<file path="src/verilog/side_ch_consts.svh">
// side channel constants: bus widths, event count and frame control field positions
`ifndef SIDE_CH_CONSTS_SVH
`define SIDE_CH_CONSTS_SVH

// register bus
`define SIDE_CH_DATA_WIDTH 32
`define SIDE_CH_ADDR_WIDTH 5

// event counters
`define SIDE_CH_COUNTER_WIDTH 16
`define SIDE_CH_NUM_EVENTS 6

// event n takes its source select from bit n*stride of the select register
`define SIDE_CH_SEL_STRIDE 4

// rssi in half dB steps, signed
`define SIDE_CH_RSSI_WIDTH 11

// mac address and frame control type field
`define SIDE_CH_MAC_WIDTH 48
`define SIDE_CH_FC_TYPE_LSB 2

`endif

</file>
<file path="src/verilog/side_ch_event_pkg.sv">
// side channel event package: frame type, event source select and counter value types
`default_nettype none

`include "side_ch_consts.svh"

package side_ch_event_pkg;

	// type field of the 802.11 frame control word
	typedef enum logic [1:0]
	{
		frame_mgmt = 2'b00,
		frame_ctrl = 2'b01,
		frame_data = 2'b10,
		frame_ext  = 2'b11
	} frame_type_e;

	// per event choice between the two status sources
	typedef enum logic
	{
		src_primary   = 1'b0,
		src_alternate = 1'b1
	} event_src_e;

	// one wrapping event counter
	typedef logic [`SIDE_CH_COUNTER_WIDTH-1:0] counter_t;

endpackage

`default_nettype wire

</file>
<file path="src/verilog/side_ch_reg_pkg.sv">
// side channel register package: register address opcodes and register word type
`default_nettype none

`include "side_ch_consts.svh"

package side_ch_reg_pkg;

	// word addresses on the host register bus
	typedef enum logic [`SIDE_CH_ADDR_WIDTH-1:0]
	{
		reg_addr2_target    = 5'd7,
		reg_addr2_target_hi = 5'd8,
		reg_rssi_th         = 5'd9,
		reg_event_sel       = 5'd19,
		reg_counter0        = 5'd26,
		reg_counter1        = 5'd27,
		reg_counter2        = 5'd28,
		reg_counter3        = 5'd29,
		reg_counter4        = 5'd30,
		reg_counter5        = 5'd31
	} reg_addr_e;

	typedef logic [`SIDE_CH_DATA_WIDTH-1:0] reg_data_t;

endpackage

`default_nettype wire

</file>
<file path="src/verilog/side_ch_event_decode.sv">
// event decode: turns receiver and transmitter status strobes into six selected event pulses
`default_nettype none
`timescale 1ns/100ps

`include "side_ch_consts.svh"

module side_ch_event_decode
	import side_ch_event_pkg::*;
(
	input wire clk,
	input wire reset,

	// receiver status
	input wire short_preamble_detected,
	input wire long_preamble_detected,
	input wire pkt_header_valid_strobe,
	input wire pkt_header_valid,
	input wire fcs_in_strobe,
	input wire fcs_ok,
	input wire [`SIDE_CH_DATA_WIDTH-1:0] fc_di,
	input wire [`SIDE_CH_MAC_WIDTH-1:0] addr2,
	input wire pkt_for_me,
	input wire signed [`SIDE_CH_RSSI_WIDTH-1:0] rssi_half_db,

	// transmitter status
	input wire phy_tx_start,
	input wire tx_pkt_need_ack,
	input wire phy_tx_done,

	// configuration
	input wire [`SIDE_CH_NUM_EVENTS-1:0] event_sel,
	input wire [`SIDE_CH_MAC_WIDTH-1:0] addr2_target,
	input wire signed [`SIDE_CH_RSSI_WIDTH-1:0] rssi_th,

	output logic [`SIDE_CH_NUM_EVENTS-1:0] events
);

	frame_type_e frame_type;
	logic is_data;
	logic addr2_match;
	logic rssi_above;
	logic rssi_above_q;
	logic rssi_rise;
	logic [`SIDE_CH_NUM_EVENTS-1:0] ev_primary;
	logic [`SIDE_CH_NUM_EVENTS-1:0] ev_alternate;
	logic [`SIDE_CH_NUM_EVENTS-1:0] ev_next;

	assign frame_type = frame_type_e'(fc_di[`SIDE_CH_FC_TYPE_LSB +: $bits(frame_type_e)]);
	assign is_data = (frame_type == frame_data);
	assign addr2_match = (addr2 == addr2_target);

	// signed compare, then rising edge against last cycle
	assign rssi_above = (rssi_half_db > rssi_th);
	assign rssi_rise = rssi_above & ~rssi_above_q;

	assign ev_primary[0] = short_preamble_detected;
	assign ev_alternate[0] = long_preamble_detected;
	assign ev_primary[1] = pkt_header_valid_strobe & pkt_header_valid;
	assign ev_alternate[1] = pkt_header_valid_strobe & ~pkt_header_valid;
	assign ev_primary[2] = fcs_in_strobe & fcs_ok;
	assign ev_alternate[2] = fcs_in_strobe & ~fcs_ok;
	// good data frames from the target transmitter, or good frames for us
	assign ev_primary[3] = fcs_in_strobe & fcs_ok & is_data & addr2_match;
	assign ev_alternate[3] = fcs_in_strobe & fcs_ok & pkt_for_me;
	assign ev_primary[4] = phy_tx_start;
	assign ev_alternate[4] = phy_tx_start & tx_pkt_need_ack;
	assign ev_primary[5] = phy_tx_done;
	assign ev_alternate[5] = rssi_rise;

	always_comb
	begin
		for (int i = 0; i < `SIDE_CH_NUM_EVENTS; i++)
		begin
			if (event_src_e'(event_sel[i]) == src_alternate)
				ev_next[i] = ev_alternate[i];
			else
				ev_next[i] = ev_primary[i];
		end
	end

	always_ff @(posedge clk)
	begin
		if (reset)
		begin
			events <= '0;
			rssi_above_q <= 1'b0;
		end
		else
		begin
			events <= ev_next;
			rssi_above_q <= rssi_above;
		end
	end

endmodule

`default_nettype wire

</file>
<file path="src/verilog/side_ch_event_counter.sv">
// event counter: six wrapping counters, one per event, each cleared by its own clear bit
`default_nettype none
`timescale 1ns/100ps

`include "side_ch_consts.svh"

module side_ch_event_counter
	import side_ch_event_pkg::*;
(
	input wire clk,
	input wire reset,

	// one pulse per counted event
	input wire [`SIDE_CH_NUM_EVENTS-1:0] events,

	// one cycle pulse from a host write to the counter address
	input wire [`SIDE_CH_NUM_EVENTS-1:0] clear,

	output counter_t [`SIDE_CH_NUM_EVENTS-1:0] counts
);

	counter_t [`SIDE_CH_NUM_EVENTS-1:0] counts_next;

	// clear takes priority over a coincident event
	always_comb
	begin
		for (int i = 0; i < `SIDE_CH_NUM_EVENTS; i++)
		begin
			if (clear[i])
				counts_next[i] = '0;
			else if (events[i])
				counts_next[i] = counts[i] + 1'b1;
			else
				counts_next[i] = counts[i];
		end
	end

	// natural wrap at the counter width
	always_ff @(posedge clk)
	begin
		if (reset)
		begin
			counts <= '0;
		end
		else
		begin
			counts <= counts_next;
		end
	end

endmodule

`default_nettype wire

</file>
<file path="src/verilog/side_ch_reg_file.sv">
// register file: configuration registers, counter clear pulses and registered readback
`default_nettype none
`timescale 1ns/100ps

`include "side_ch_consts.svh"

module side_ch_reg_file
	import side_ch_event_pkg::*;
	import side_ch_reg_pkg::*;
(
	input wire clk,
	input wire reset,

	// host bus
	input wire wr_strobe,
	input wire [`SIDE_CH_ADDR_WIDTH-1:0] wr_addr,
	input wire [`SIDE_CH_DATA_WIDTH-1:0] wr_data,
	input wire rd_strobe,
	input wire [`SIDE_CH_ADDR_WIDTH-1:0] rd_addr,
	input var counter_t [`SIDE_CH_NUM_EVENTS-1:0] counts,

	output logic [`SIDE_CH_NUM_EVENTS-1:0] event_sel,
	output logic [`SIDE_CH_MAC_WIDTH-1:0] addr2_target,
	output logic signed [`SIDE_CH_RSSI_WIDTH-1:0] rssi_th,
	output logic [`SIDE_CH_NUM_EVENTS-1:0] clear,
	output reg_data_t rd_data,
	output logic rd_valid
);

	reg_addr_e wr_op;
	reg_addr_e rd_op;
	reg_data_t event_sel_reg;
	reg_data_t addr2_lo_reg;
	logic [`SIDE_CH_MAC_WIDTH-`SIDE_CH_DATA_WIDTH-1:0] addr2_hi_reg;
	reg_data_t rssi_th_reg;
	logic [`SIDE_CH_NUM_EVENTS-1:0] clear_next;
	reg_data_t rd_mux;

	assign wr_op = reg_addr_e'(wr_addr);
	assign rd_op = reg_addr_e'(rd_addr);

	assign addr2_target = {addr2_hi_reg, addr2_lo_reg};
	assign rssi_th = rssi_th_reg[`SIDE_CH_RSSI_WIDTH-1:0];

	// one select bit per event, spaced by the stride
	always_comb
	begin
		for (int i = 0; i < `SIDE_CH_NUM_EVENTS; i++)
			event_sel[i] = event_sel_reg[i * `SIDE_CH_SEL_STRIDE];
	end

	always_comb
	begin
		clear_next = '0;
		for (int i = 0; i < `SIDE_CH_NUM_EVENTS; i++)
		begin
			if (wr_strobe && wr_addr == reg_counter0 + i)
				clear_next[i] = 1'b1;
		end
	end

	always_comb
	begin
		rd_mux = '0;
		case (rd_op)
			reg_addr2_target: rd_mux = addr2_lo_reg;
			reg_addr2_target_hi: rd_mux = {{(2 * `SIDE_CH_DATA_WIDTH - `SIDE_CH_MAC_WIDTH){1'b0}},
				addr2_hi_reg};
			reg_rssi_th: rd_mux = rssi_th_reg;
			reg_event_sel: rd_mux = event_sel_reg;
			default:
			begin
				// counters zero-extended, unmapped addresses stay 0
				for (int i = 0; i < `SIDE_CH_NUM_EVENTS; i++)
				begin
					if (rd_addr == reg_counter0 + i)
						rd_mux = {{(`SIDE_CH_DATA_WIDTH-`SIDE_CH_COUNTER_WIDTH){1'b0}}, counts[i]};
				end
			end
		endcase
	end

	always_ff @(posedge clk)
	begin
		if (reset)
		begin
			event_sel_reg <= '0;
			addr2_lo_reg <= '0;
			addr2_hi_reg <= '0;
			rssi_th_reg <= '0;
			clear <= '0;
			rd_valid <= 1'b0;
		end
		else
		begin
			clear <= clear_next;
			rd_valid <= rd_strobe;
			if (wr_strobe)
			begin
				case (wr_op)
					reg_addr2_target: addr2_lo_reg <= wr_data;
					reg_addr2_target_hi: addr2_hi_reg <= wr_data[$bits(addr2_hi_reg)-1:0];
					reg_rssi_th: rssi_th_reg <= wr_data;
					reg_event_sel: event_sel_reg <= wr_data;
					default: ;
				endcase
			end
		end
	end

	// readback data, valid one cycle after the strobe
	always_ff @(posedge clk)
	begin
		if (rd_strobe)
			rd_data <= rd_mux;
	end

endmodule

`default_nettype wire

</file>
<file path="src/verilog/side_ch_top.sv">
// side channel statistics top: event decode, event counters and host register file
`default_nettype none
`timescale 1ns/100ps

`include "side_ch_consts.svh"

module side_ch_top
	import side_ch_event_pkg::*;
(
	input wire clk,
	input wire reset,

	// host register bus
	input wire wr_strobe,
	input wire [`SIDE_CH_ADDR_WIDTH-1:0] wr_addr,
	input wire [`SIDE_CH_DATA_WIDTH-1:0] wr_data,
	input wire rd_strobe,
	input wire [`SIDE_CH_ADDR_WIDTH-1:0] rd_addr,
	output wire [`SIDE_CH_DATA_WIDTH-1:0] rd_data,
	output wire rd_valid,

	// from rx
	input wire short_preamble_detected,
	input wire long_preamble_detected,
	input wire pkt_header_valid_strobe,
	input wire pkt_header_valid,
	input wire fcs_in_strobe,
	input wire fcs_ok,
	input wire [`SIDE_CH_DATA_WIDTH-1:0] fc_di,
	input wire [`SIDE_CH_MAC_WIDTH-1:0] addr2,
	input wire pkt_for_me,
	input wire signed [`SIDE_CH_RSSI_WIDTH-1:0] rssi_half_db,

	// from tx
	input wire phy_tx_start,
	input wire tx_pkt_need_ack,
	input wire phy_tx_done
);

	wire [`SIDE_CH_NUM_EVENTS-1:0] event_sel;
	wire [`SIDE_CH_MAC_WIDTH-1:0] addr2_target;
	wire signed [`SIDE_CH_RSSI_WIDTH-1:0] rssi_th;
	wire [`SIDE_CH_NUM_EVENTS-1:0] events;
	wire [`SIDE_CH_NUM_EVENTS-1:0] clear;
	counter_t [`SIDE_CH_NUM_EVENTS-1:0] counts;

	side_ch_event_decode event_decode_i (
		.clk(clk),
		.reset(reset),
		.short_preamble_detected(short_preamble_detected),
		.long_preamble_detected(long_preamble_detected),
		.pkt_header_valid_strobe(pkt_header_valid_strobe),
		.pkt_header_valid(pkt_header_valid),
		.fcs_in_strobe(fcs_in_strobe),
		.fcs_ok(fcs_ok),
		.fc_di(fc_di),
		.addr2(addr2),
		.pkt_for_me(pkt_for_me),
		.rssi_half_db(rssi_half_db),
		.phy_tx_start(phy_tx_start),
		.tx_pkt_need_ack(tx_pkt_need_ack),
		.phy_tx_done(phy_tx_done),
		.event_sel(event_sel),
		.addr2_target(addr2_target),
		.rssi_th(rssi_th),
		.events(events)
	);

	side_ch_event_counter event_counter_i (
		.clk(clk),
		.reset(reset),
		.events(events),
		.clear(clear),
		.counts(counts)
	);

	side_ch_reg_file reg_file_i (
		.clk(clk),
		.reset(reset),
		.wr_strobe(wr_strobe),
		.wr_addr(wr_addr),
		.wr_data(wr_data),
		.rd_strobe(rd_strobe),
		.rd_addr(rd_addr),
		.counts(counts),
		.event_sel(event_sel),
		.addr2_target(addr2_target),
		.rssi_th(rssi_th),
		.clear(clear),
		.rd_data(rd_data),
		.rd_valid(rd_valid)
	);

endmodule

`default_nettype wire

</file>
<file path="config.mk">
export PLATFORM = sky130hd
export DESIGN_NAME = side_ch_top
export DESIGN_NICKNAME = d
export VERILOG_FILES = /design/src/verilog/side_ch_event_pkg.sv /design/src/verilog/side_ch_reg_pkg.sv /design/src/verilog/side_ch_event_decode.sv /design/src/verilog/side_ch_event_counter.sv /design/src/verilog/side_ch_reg_file.sv /design/src/verilog/side_ch_top.sv
export VERILOG_INCLUDE_DIRS = /design/src /design/src/verilog
export SDC_FILE = /design/constraint.sdc
export NUM_CORES = 1
export LEC_CHECK = 0
export BUFFER_PORTS_ARGS = -buffer_cell sky130_fd_sc_hd__buf_4
export CAP_MARGIN = 20
export CORE_ASPECT_RATIO = 1.25
export CORE_UTILIZATION = 57
export CTS_CLUSTER_DIAMETER = 40
export DETAILED_ROUTE_END_ITERATION = 7
export PLACE_DENSITY_LB_ADDON = 0.05
export SLEW_MARGIN = 0
export SYNTH_ARGS = -nofsm -noshare
export SYNTH_HDL_FRONTEND = slang
export SYNTH_SLANG_ARGS = --single-unit
</file>
<file path="constraint.sdc">
create_clock -name clk -period 5.45 [get_ports clk]
set_clock_uncertainty 0.2 [all_clocks]
set_input_delay 0.545 -clock clk [delete_from_list [all_inputs] [get_ports clk]]
set_output_delay 0.545 -clock clk [all_outputs]
set_load 0.005 [all_outputs]
</file>
==> flow_summary.ini, run 1 <==
[routing]
firstDrtPassIters = 6
via_per_inst = 5.77
wl_um = 33900
drc = 0
drtIter0Drc = 880
routedWlPerCell_um = 19.0
vias = 10300
drtAntennaViolNets = 0

[yosys]
ys_ff_latch = 254
seq_area_frac_synth_pct = 46.0
syn_nets = 1530
synth_cells = 1366
yosys_warnings = 0
async_flop_share_pct = 0
synth_area_um2 = 11700
syn_avg_cell_area_um2 = 8.60
yosysUniqueCellTypes = 55
synth_edf_count = 32
synth-main-ff-cell = dfxtp_1

[clock_network]
clk-insertion-delay-late_ns = 0.50
clockRootBuffer = clkbuf_16
cts_made_buffers = 35
clk_pin_slew_worst_paths_ns = 0.06
clk_path_buf_depth = 3
cts_sinks = 254
cts_setup_buffers = 0
cts_resized = 0
htreeDepth = 2
cts_hold_buffers = 0
cts_tree = done

[place]
pre_cts_ws_ns = 2.28
dp_hpwl_um = 23300
dp.cells = 1716
place_area_um2 = 13000
io_buffer_count = 149
place_congestion = 0.917

[sta]
min_period_ns = 2.74
fin_tns_setup_ns = 0
tightestPinTransition_ns = 1.08
rsz0062_at_grt = no
slew_headroom_pct = 27.8
fin_crit_sh_pct = 50.3
max_freq_ghz = 0.365
setup_viol = 0
hold_viol_final = 0
setup_ws_ns = 2.71
report.final.slew_viol_count = 0
hold_slack_ns = 0.0775

[layout]
layout_common_cells = 229 x nand2_1, 222 x dfxtp_1, 161 x buf_4
synthToLayoutAreaGrowth_pct = 20.5
nets = 1648
finalNonFillerCells = 1780
drive_gt1_share_pct = 15.7
num-fill-cells = 1725
multiInputGateArea_um2 = 5830
diodes = 0
layout.cells.most_common = nand2_1
fin_area_um2 = 14200
largest_reg_flops = 96
top_register = event_counter_i.counts
seq_area_um2 = 5410
post-route-util_pct = 70.2

[floorplan]
rows = 58
dieArea_um2 = 21200
coreArea_um2 = 20200
initial_utilization_pct = 58.2
die_h_um = 162
ioPinCount = 180
die-width_um = 130

[pwr]
seq_power_share_pct = 43.4
p_int_mw = 3.44
powerDensity_nw_per_um2 = 315
power.switching_mw = 1.03
p_leak_nw = 5.42
vdd_drop_max_uv = 245
p_comb_share_pct = 5.8
switching_share_pct = 23.0
finalPower_mw = 4.46
clkPwrFrac_pct = 50.8

[hold_path]
whs_path_depth = 2
worstHoldStart = wr_addr[0]
min_to = reg_file_i.clear[2]$_SDFF_PP0_
hold_path_class = primary input to register

[setup_path]
r2r_start = event_counter_i.counts[32]$_SDFFE_PP0P_
required_ns = 5.55
cp-start-kind = primary input
rrSetupSlack_ns = 3.23
end_kind = register
cp.arrival_ns = 2.84
path_class = primary input to register
cp_max_fo = 18
r2r_end = event_counter_i.counts[46]$_SDFFE_PP0P_
reg2reg_depth = 6

[global_route]
track_usage_pct = 32.7
antenna_found_initial = 0
grt_pass1_vias = 10100
grt_max_degree = 66
grt_pass1_wl_um = 52900
grt-ovfl-total = 0

[run]
cap_violations = 0

[run_status]
outcome = complete, no violations
## power groups by stage
| stage | Clock [mW] | Sequential, mW | Combinational (mW) |
|---|---|---|---|
| global placement | 0 | 1.98 | 0.251 |
| detailed placement | 0 | 1.98 | 0.254 |
| floorplan | 0 | 1.97 | 0.111 |
| finish | 2.27 | 1.94 | 0.257 |
| global route | 2.36 | 1.94 | 0.277 |
| CTS | 2.29 | 1.94 | 0.256 |
## critical path, cell delays in order
cell,delay (ns)
buf_4,0.14
or4b_1,0.76
inv_1,0.12
nor3_2,0.74
o21ai_0,0.21
o21ai_0,0.32
## area by class of cell
cell class | count | share of cell area (%)
clock inverter | 18 | 1.30
multi-input combinational | 981 | 41.2
sequential | 254 | 38.2
inverter | 51 | 1.35
clock buffer | 45 | 7.04
timing repair buffer | 161 | 8.54
tap | 270 | 2.39
## per-layer routing
layer / GRT usage [%] / wire length [um] / up-vias
li1: - / - / 4967
met1: 37.5 / 12800 / 4770
met2: 55.9 / 16600 / 434
met3: 6.80 / 2570 / 101
met4: 19.0 / 1830 / 0
met5: 0 / 0 / -
## synth_stat cells, drive strengths merged (2+ instances only)
master    n  area [um^2]
nand3    57          285
inv      50          188
ha       17          213
nor2b     4         25.0
and2      3         18.8
clkbuf   51          191
a21oi   109          546
nor3b     4         30.0
or3       8         51.3
nand3b    2         15.0
and3     20          126
a211oi   16          120
a222oi   16          160
xnor2    61          534
edfxtp   32          961
or4       3         26.3
xor2     69          604
dfxtp   222         4440
buf      29          154
nand4    35          234
and4b     2         20.0
nor2    135          517
a32oi    15          131
o21ai    56          280
nand2b    4         25.0
nand2   229          860
or2       6         37.5
a221oi   16          140
and4      6         52.6
nor4     11         81.3
nor3     24          145
o211ai    2         15.0
a21o      2         15.0
mux2i    40          400
## logic make-up after synthesis
logic type,synth area share (%)
XOR/XNOR,9.70
AO/OA/AOI/OAI,12.3
buffers and inverters,4.57
AND/OR/NAND/NOR,22.2
multiplexers,3.41
adder cells (fa/ha/maj),1.81
flip-flops,46.0
## how the worst max path moves through the flow
stage / start / end / slack (ns) / cells after the start
final: rd_addr[3] / reg_file_i.rd_data[5]$_DFFE_PP_ / 2.71 / 6
after global routing: rd_addr[3] / reg_file_i.rd_data[9]$_DFFE_PP_ / 2.60 / 6
after CTS: rd_addr[3] / reg_file_i.rd_data[9]$_DFFE_PP_ / 2.78 / 6
after detailed placement: rd_addr[3] / reg_file_i.rd_data[5]$_DFFE_PP_ / 2.28 / 6
after global placement: rd_addr[3] / reg_file_i.rd_data[9]$_DFFE_PP_ / 2.32 / 6
after floorplan: rd_addr[4] / reg_file_i.rd_data[15]$_DFFE_PP_ / 3.30 / 7
(Power assumes the default switching activity.)
==> inputs of run 2 (changes only) <==
ABC_AREA = 1   (was not set)
clock period = 2.75 ns   (was 5.45 ns; I/O delays follow)
==> flow_summary.ini, run 2 <==
[run_status]
outcome = complete, no violations

[yosys]
yosys-top-cells-count = 352 x nand2_1, 222 x dfxtp_1, 208 x inv_1
synth_edf_count = 32
syn_avg_cell_area_um2 = 7.17
synth_area_um2 = 11900
yosysMostFrequentCell = nand2_1
syn_nets = 1826
synth_area_leader_cell = dfxtp_1
yosysUniqueCellTypes = 35
synth_top_area_share_pct = 37.3
synth-main-ff-cell = dfxtp_1
synth_area_leaders = dfxtp_1 37%, nand2_1 11%, edfxtp_1 8.1%, a21oi_1 7.4%, o21ai_0 6.8%
seq_area_frac_synth_pct = 45.4
ys_ff_latch = 254
synth_cells = 1662
async_flop_share_pct = 0
yosys_warnings = 0

[sta]
max_freq_ghz = 0.443
hold_viol_final = 0
slew_headroom_pct = 60.5
fin_crit_sh_pct = 82.2
rsz0062_at_grt = no
setup_ws_ns = 0.490
min_period_ns = 2.26
report.final.slew_viol_count = 0
fin_tns_setup_ns = 0
tightestPinTransition_ns = 0.592
setup_viol = 0

[layout]
top_register = event_counter_i.counts
nets = 2034
largest_reg_flops = 96
diodes = 0
drive_gt1_share_pct = 13.2
layout.cells.most_common = nand2_1
synthToLayoutAreaGrowth_pct = 26.3
num-fill-cells = 1672
post-route-util_pct = 74.0
layout_common_cells = 350 x nand2_1, 222 x dfxtp_1, 207 x inv_1
fin_area_um2 = 15000

[place]
pre_cts_ws_ns = 0.453
dp_hpwl_um = 25200
place_area_um2 = 13400
io_buffer_count = 149
place_congestion = 0.951

[setup_path]
path_buf_inv = 5
critical_path.top_delay_family = buffers and inverters
worst_path_max_delay_cell = dlygate4sd3_1
slowest_delay_ns = 0.56
path_class = primary input to register
cp_max_fo = 39
end_kind = register
required_ns = 2.94
cp-start-kind = primary input
reg2reg_depth = 4
cp.arrival_ns = 2.45
crit_chain = dlygate4sd3_1 -> buf_4 -> inv_1 -> nand2_1 -> nor3_2 -> nand2_2 -> buf_4 -> nand2_1 -> a21oi_1 -> dlygate4sd3_1
cp.depth = 10

[global_route]
grt_max_degree = 62
track_usage_pct = 33.4
grt_pass1_vias = 11300
grt-ovfl-total = 0
antenna_found_initial = 0
grt_pass1_wl_um = 56300

[clock_network]
cts_sinks = 254
htreeDepth = 2
cts_setup_buffers = 0
clk_pin_slew_worst_paths_ns = 0.06
clk_path_buf_depth = 3
cts_tree = done
clockRootBuffer = clkbuf_16
clk-insertion-delay-late_ns = 0.51
cts_resized = 0
cts_made_buffers = 35

[routing]
drtAntennaViolNets = 0
drc = 0
vias = 11900
via_per_inst = 5.48
wl_um = 35500
firstDrtPassIters = 5
routedWlPerCell_um = 16.4
drtIter0Drc = 849

[pwr]
vdd_drop_max_uv = 748
finalPower_mw = 8.81
seq_power_share_pct = 43.6
p_comb_share_pct = 6.9
p_leak_nw = 6.11
p_int_mw = 6.75
switching_share_pct = 23.5
powerDensity_nw_per_um2 = 586
power.switching_mw = 2.07
clkPwrFrac_pct = 49.5

[floorplan]
dieArea_um2 = 21500
ioPinCount = 180
rows = 58
coreArea_um2 = 20300
initial_utilization_pct = 58.6
die_h_um = 164
die-width_um = 131

[hold_path]
whs_path_depth = 5
hold_path_class = primary input to register

[run]
cap_violations = 0
-- run 2: changes by cell type after synthesis, moves of 15 or more --
cell / delta
nand2_1: +123
a21oi_1: +66
mux2i_1: -40
a221oi_1: -16
inv_1: +158
nor2_1: +69
o22ai_1: +25
o21ai_0: +118
xor2_1: -62
a222oi_1: -16
a32oi_1: -15
xnor2_1: -49
and3_1: -17
-- run 2: area by class of cell --
cell class	count	area (um^2)	area share, %
Tap cell	270	338	2.25
Clock buffer	43	978	6.50
Timing Repair Buffer	224	1870	12.4
Sequential cell	254	5410	35.9
Clock inverter	19	163	1.08
Multi-Input combinational cell	1142	5490	36.5
Inverter	213	800	5.31
-- run 2: cells by family after synthesis --
logic type / count (synthesis) / share of synthesized area, %
adders and majority gates: 17 / 1.79
buffers and inverters: 266 / 8.56
and+or+nand+nor: 709 / 25.1
xor gates and xnor gates: 19 / 1.40
DFF: 254 / 45.4
AOI/OAI and AO/OA: 397 / 17.8
-- run 2: path summary, 6_finish.rpt --
| kind | from | slack (ns) | end |
|---|---|---|---|
| setup / recovery | wr_addr[2] | 0.49 | reg_file_i.rssi_th_reg[20]$_SDFFE_PP0P_ |
| hold / removal | wr_strobe | 0.06 | reg_file_i.clear[1]$_SDFF_PP0_ |
| setup reg to reg | reg_file_i.event_sel_reg[12]$_SDFFE_PP0P_ | 0.64 | event_decode_i.events[3]$_SDFF_PP0_ |
| hold reg to reg | reg_file_i.rssi_th_reg[21]$_SDFFE_PP0P_ | 0.25 | reg_file_i.rssi_th_reg[21]$_SDFFE_PP0P_ |
-- run 2: tightest hold or removal path, cell delays in order --
cell	delay (ns)
buf_4	0.11
inv_1	0.11
nor3_1	0.09
nand3_1	0.08
nor2_1	0.04
-- run 2: routing by layer --
layer | wire length, um | vias to the layer above | track usage, %
li1 | - | 5901 | -
met1 | 13900 | 5428 | 38.3
met2 | 17600 | 433 | 59.8
met5 | 0 | - | 0
met4 | 1830 | 0 | 17.7
met3 | 2190 | 101 | 5.52
-- run 2: through the flow --
step	hold WS, ns	std cells
finish	0.0568	2165
global route	0.0770	2165
CTS	0.0417	2165
floorplan	0.151	1662
global placement	0.234	2049
detailed placement	0.243	2049
-- run 2: what timing repair did --
action	CTS	global route
hold buffers	54	0
endpoints found under the hold margin	125	0
endpoints found under the setup margin	0	0
-- run 2: power groups by stage --
stage | Combinational [mW] | Clock [mW] | Sequential [mW]
2_1_floorplan | 0.246 | 0 | 3.91
3_3_place_gp | 0.528 | 0 | 3.92
3_5_place_dp | 0.538 | 0 | 3.92
4_1_cts | 0.597 | 4.40 | 3.84
5_1_grt | 0.665 | 4.57 | 3.85
6_report | 0.605 | 4.36 | 3.84
==> inputs of run 3 (changes only) <==
CORE_UTILIZATION = 52   (was 57)
clock period = 2 ns   (was 2.75 ns; I/O delays follow)
==> flow_summary.ini, run 3 (synthesis results as in run 2) <==
[clock_network]
htreeDepth = 2
clockRootBuffer = clkbuf_16
cts_made_buffers = 34
cts_sinks = 254
cts_tree = done
clk_path_buf_depth = 3
clk-insertion-delay-late_ns = 0.51
clk_pin_slew_worst_paths_ns = 0.06

[layout]
nets = 2062
synthToLayoutAreaGrowth_pct = 29.6
largest_reg_flops = 96
layout.cells.most_common = nand2_1
num-fill-cells = 1944
layout_common_cells = 350 x nand2_1, 218 x dfxtp_1, 207 x inv_1
drive_gt1_share_pct = 14.9
post-route-util_pct = 69.0
diodes = 0
top_register = event_counter_i.counts

[setup_path]
cp_max_fo = 4
cp-start-kind = register
required_ns = 2.21
cp.arrival_ns = 2.13
end_kind = register
path_class = register to register

[routing]
wl_um = 37600
vias = 11900
firstDrtPassIters = 7
drtIter0Drc = 771
drtAntennaViolNets = 0
via_per_inst = 5.39
routedWlPerCell_um = 17.0
drc = 0

[sta]
hold_viol_final = 0
slew_headroom_pct = 29.9
fin_crit_sh_pct = 95.9
max_freq_ghz = 0.521
setup_viol = 0
report.final.slew_viol_count = 0
fin_tns_setup_ns = 0
min_period_ns = 1.92
tightestPinTransition_ns = 1.05
setup_ws_ns = 0.0818

[place]
place_congestion = 0.955
io_buffer_count = 149
pre_cts_ws_ns = -0.0393
dp_hpwl_um = 27400

[pwr]
seq_power_share_pct = 42.5
powerDensity_nw_per_um2 = 805
p_int_mw = 9.52
switching_share_pct = 23.5
clkPwrFrac_pct = 50.4
p_comb_share_pct = 7.1
vdd_drop_max_uv = 756
power.switching_mw = 2.92
p_leak_nw = 6.32

[global_route]
use_met1_pct = 37.6
grt_pass1_wl_um = 57600
track_usage_pct = 32.3
grt.met3_usage_pct = 4.89
top_usage_layer = met2
grt_pass1_vias = 11200
antenna_found_initial = 0
grt_max_degree = 40
grt-ovfl-total = 0
use_met2_pct = 57.3

[floorplan]
coreArea_um2 = 22400
dieArea_um2 = 23500
die-width_um = 137
rows = 61
ioPinCount = 180
die_h_um = 171
initial_utilization_pct = 53.3

[run_status]
outcome = complete, no violations

[run]
cap_violations = 0

[hold_path]
hold_path_class = primary input to register
==> run 3: cell types whose count changed in the layout (fill, tap and decap cells not counted), sizes merged <==
cell         change
inv              +5
clkinvlp         -2
dlygate4sd3      +5
clkbuf           +4
buf             +24
bufinv           +1
clkinv           -8
==> run 3: area by class of cell <==
class                      count  area (um^2)  share of cell area, %
tap                          283          354                   2.29
sequential                   254         5410                   35.0
inverter                     213          800                   5.18
timing repair buffer         253         2130                   13.8
multi-input combinational   1142         5560                   36.0
clock buffer                  47         1010                   6.56
clock inverter                15          163                   1.05
==> run 3: layer usage <==
metal | vias up | wire (um)
li1 | 5957 | -
met1 | 5424 | 14900
met2 | 410 | 18800
met3 | 110 | 2120
met4 | 0 | 1790
met5 | - | 0
==> run 3: power by group through the flow <==
stage	logic [mW]	clock network, mW	registers, mW
2_1_floorplan	0.338	0	5.38
3_3_place_gp	0.775	0	5.39
3_5_place_dp	0.786	0	5.39
4_1_cts	0.877	6.31	5.28
5_1_grt	0.972	6.52	5.28
6_report	0.883	6.27	5.28
==> run 3: through the flow <==
stage	power [mW]	hold slack (ns)	std cells	instance area, um^2
2_1_floorplan	5.72	0.0765	1662	11900
3_3_place_gp	6.16	0.209	2083	13600
3_5_place_dp	6.18	0.217	2083	13600
4_1_cts	12.5	0.00665	2204	15300
5_1_grt	12.8	0.0506	2207	15400
6_report	12.4	0.0108	2207	15400
==> run 3: path summary, 6_finish.rpt <==
check	startpoint	endpoint	slack, ns	depth (start not counted)
hold / removal	addr2[40]	event_decode_i.events[3]$_SDFF_PP0_	0.01	8
setup reg to reg	event_counter_i.counts[48]$_SDFFE_PP0P_	event_counter_i.counts[62]$_SDFFE_PP0P_	0.08	8
setup / recovery	event_counter_i.counts[48]$_SDFFE_PP0P_	event_counter_i.counts[62]$_SDFFE_PP0P_	0.08	8
hold reg to reg	reg_file_i.event_sel_reg[13]$_SDFFE_PP0P_	reg_file_i.event_sel_reg[13]$_SDFFE_PP0P_	0.25	2
==> run 3: what timing repair did <==
item                                    in CTS  in global routing
setup buffers                                0                  3
endpoints found under the hold margin      125                  0
hold buffers                                59                  0
pin swaps                                    0                  2
gates resized for setup                      1                 18
endpoints found under the setup margin       1                 17
==> run 3: worst max-delay path, cell delays in order (launching register included) <==
cell and delay (ns):
dfxtp_2 0.37, ha_1 0.20, nand3_2 0.12, nor3_4 0.31, nand3_4 0.14, nor3_4 0.24
nand3b_1 0.13, nand2_1 0.08, nor2_1 0.04
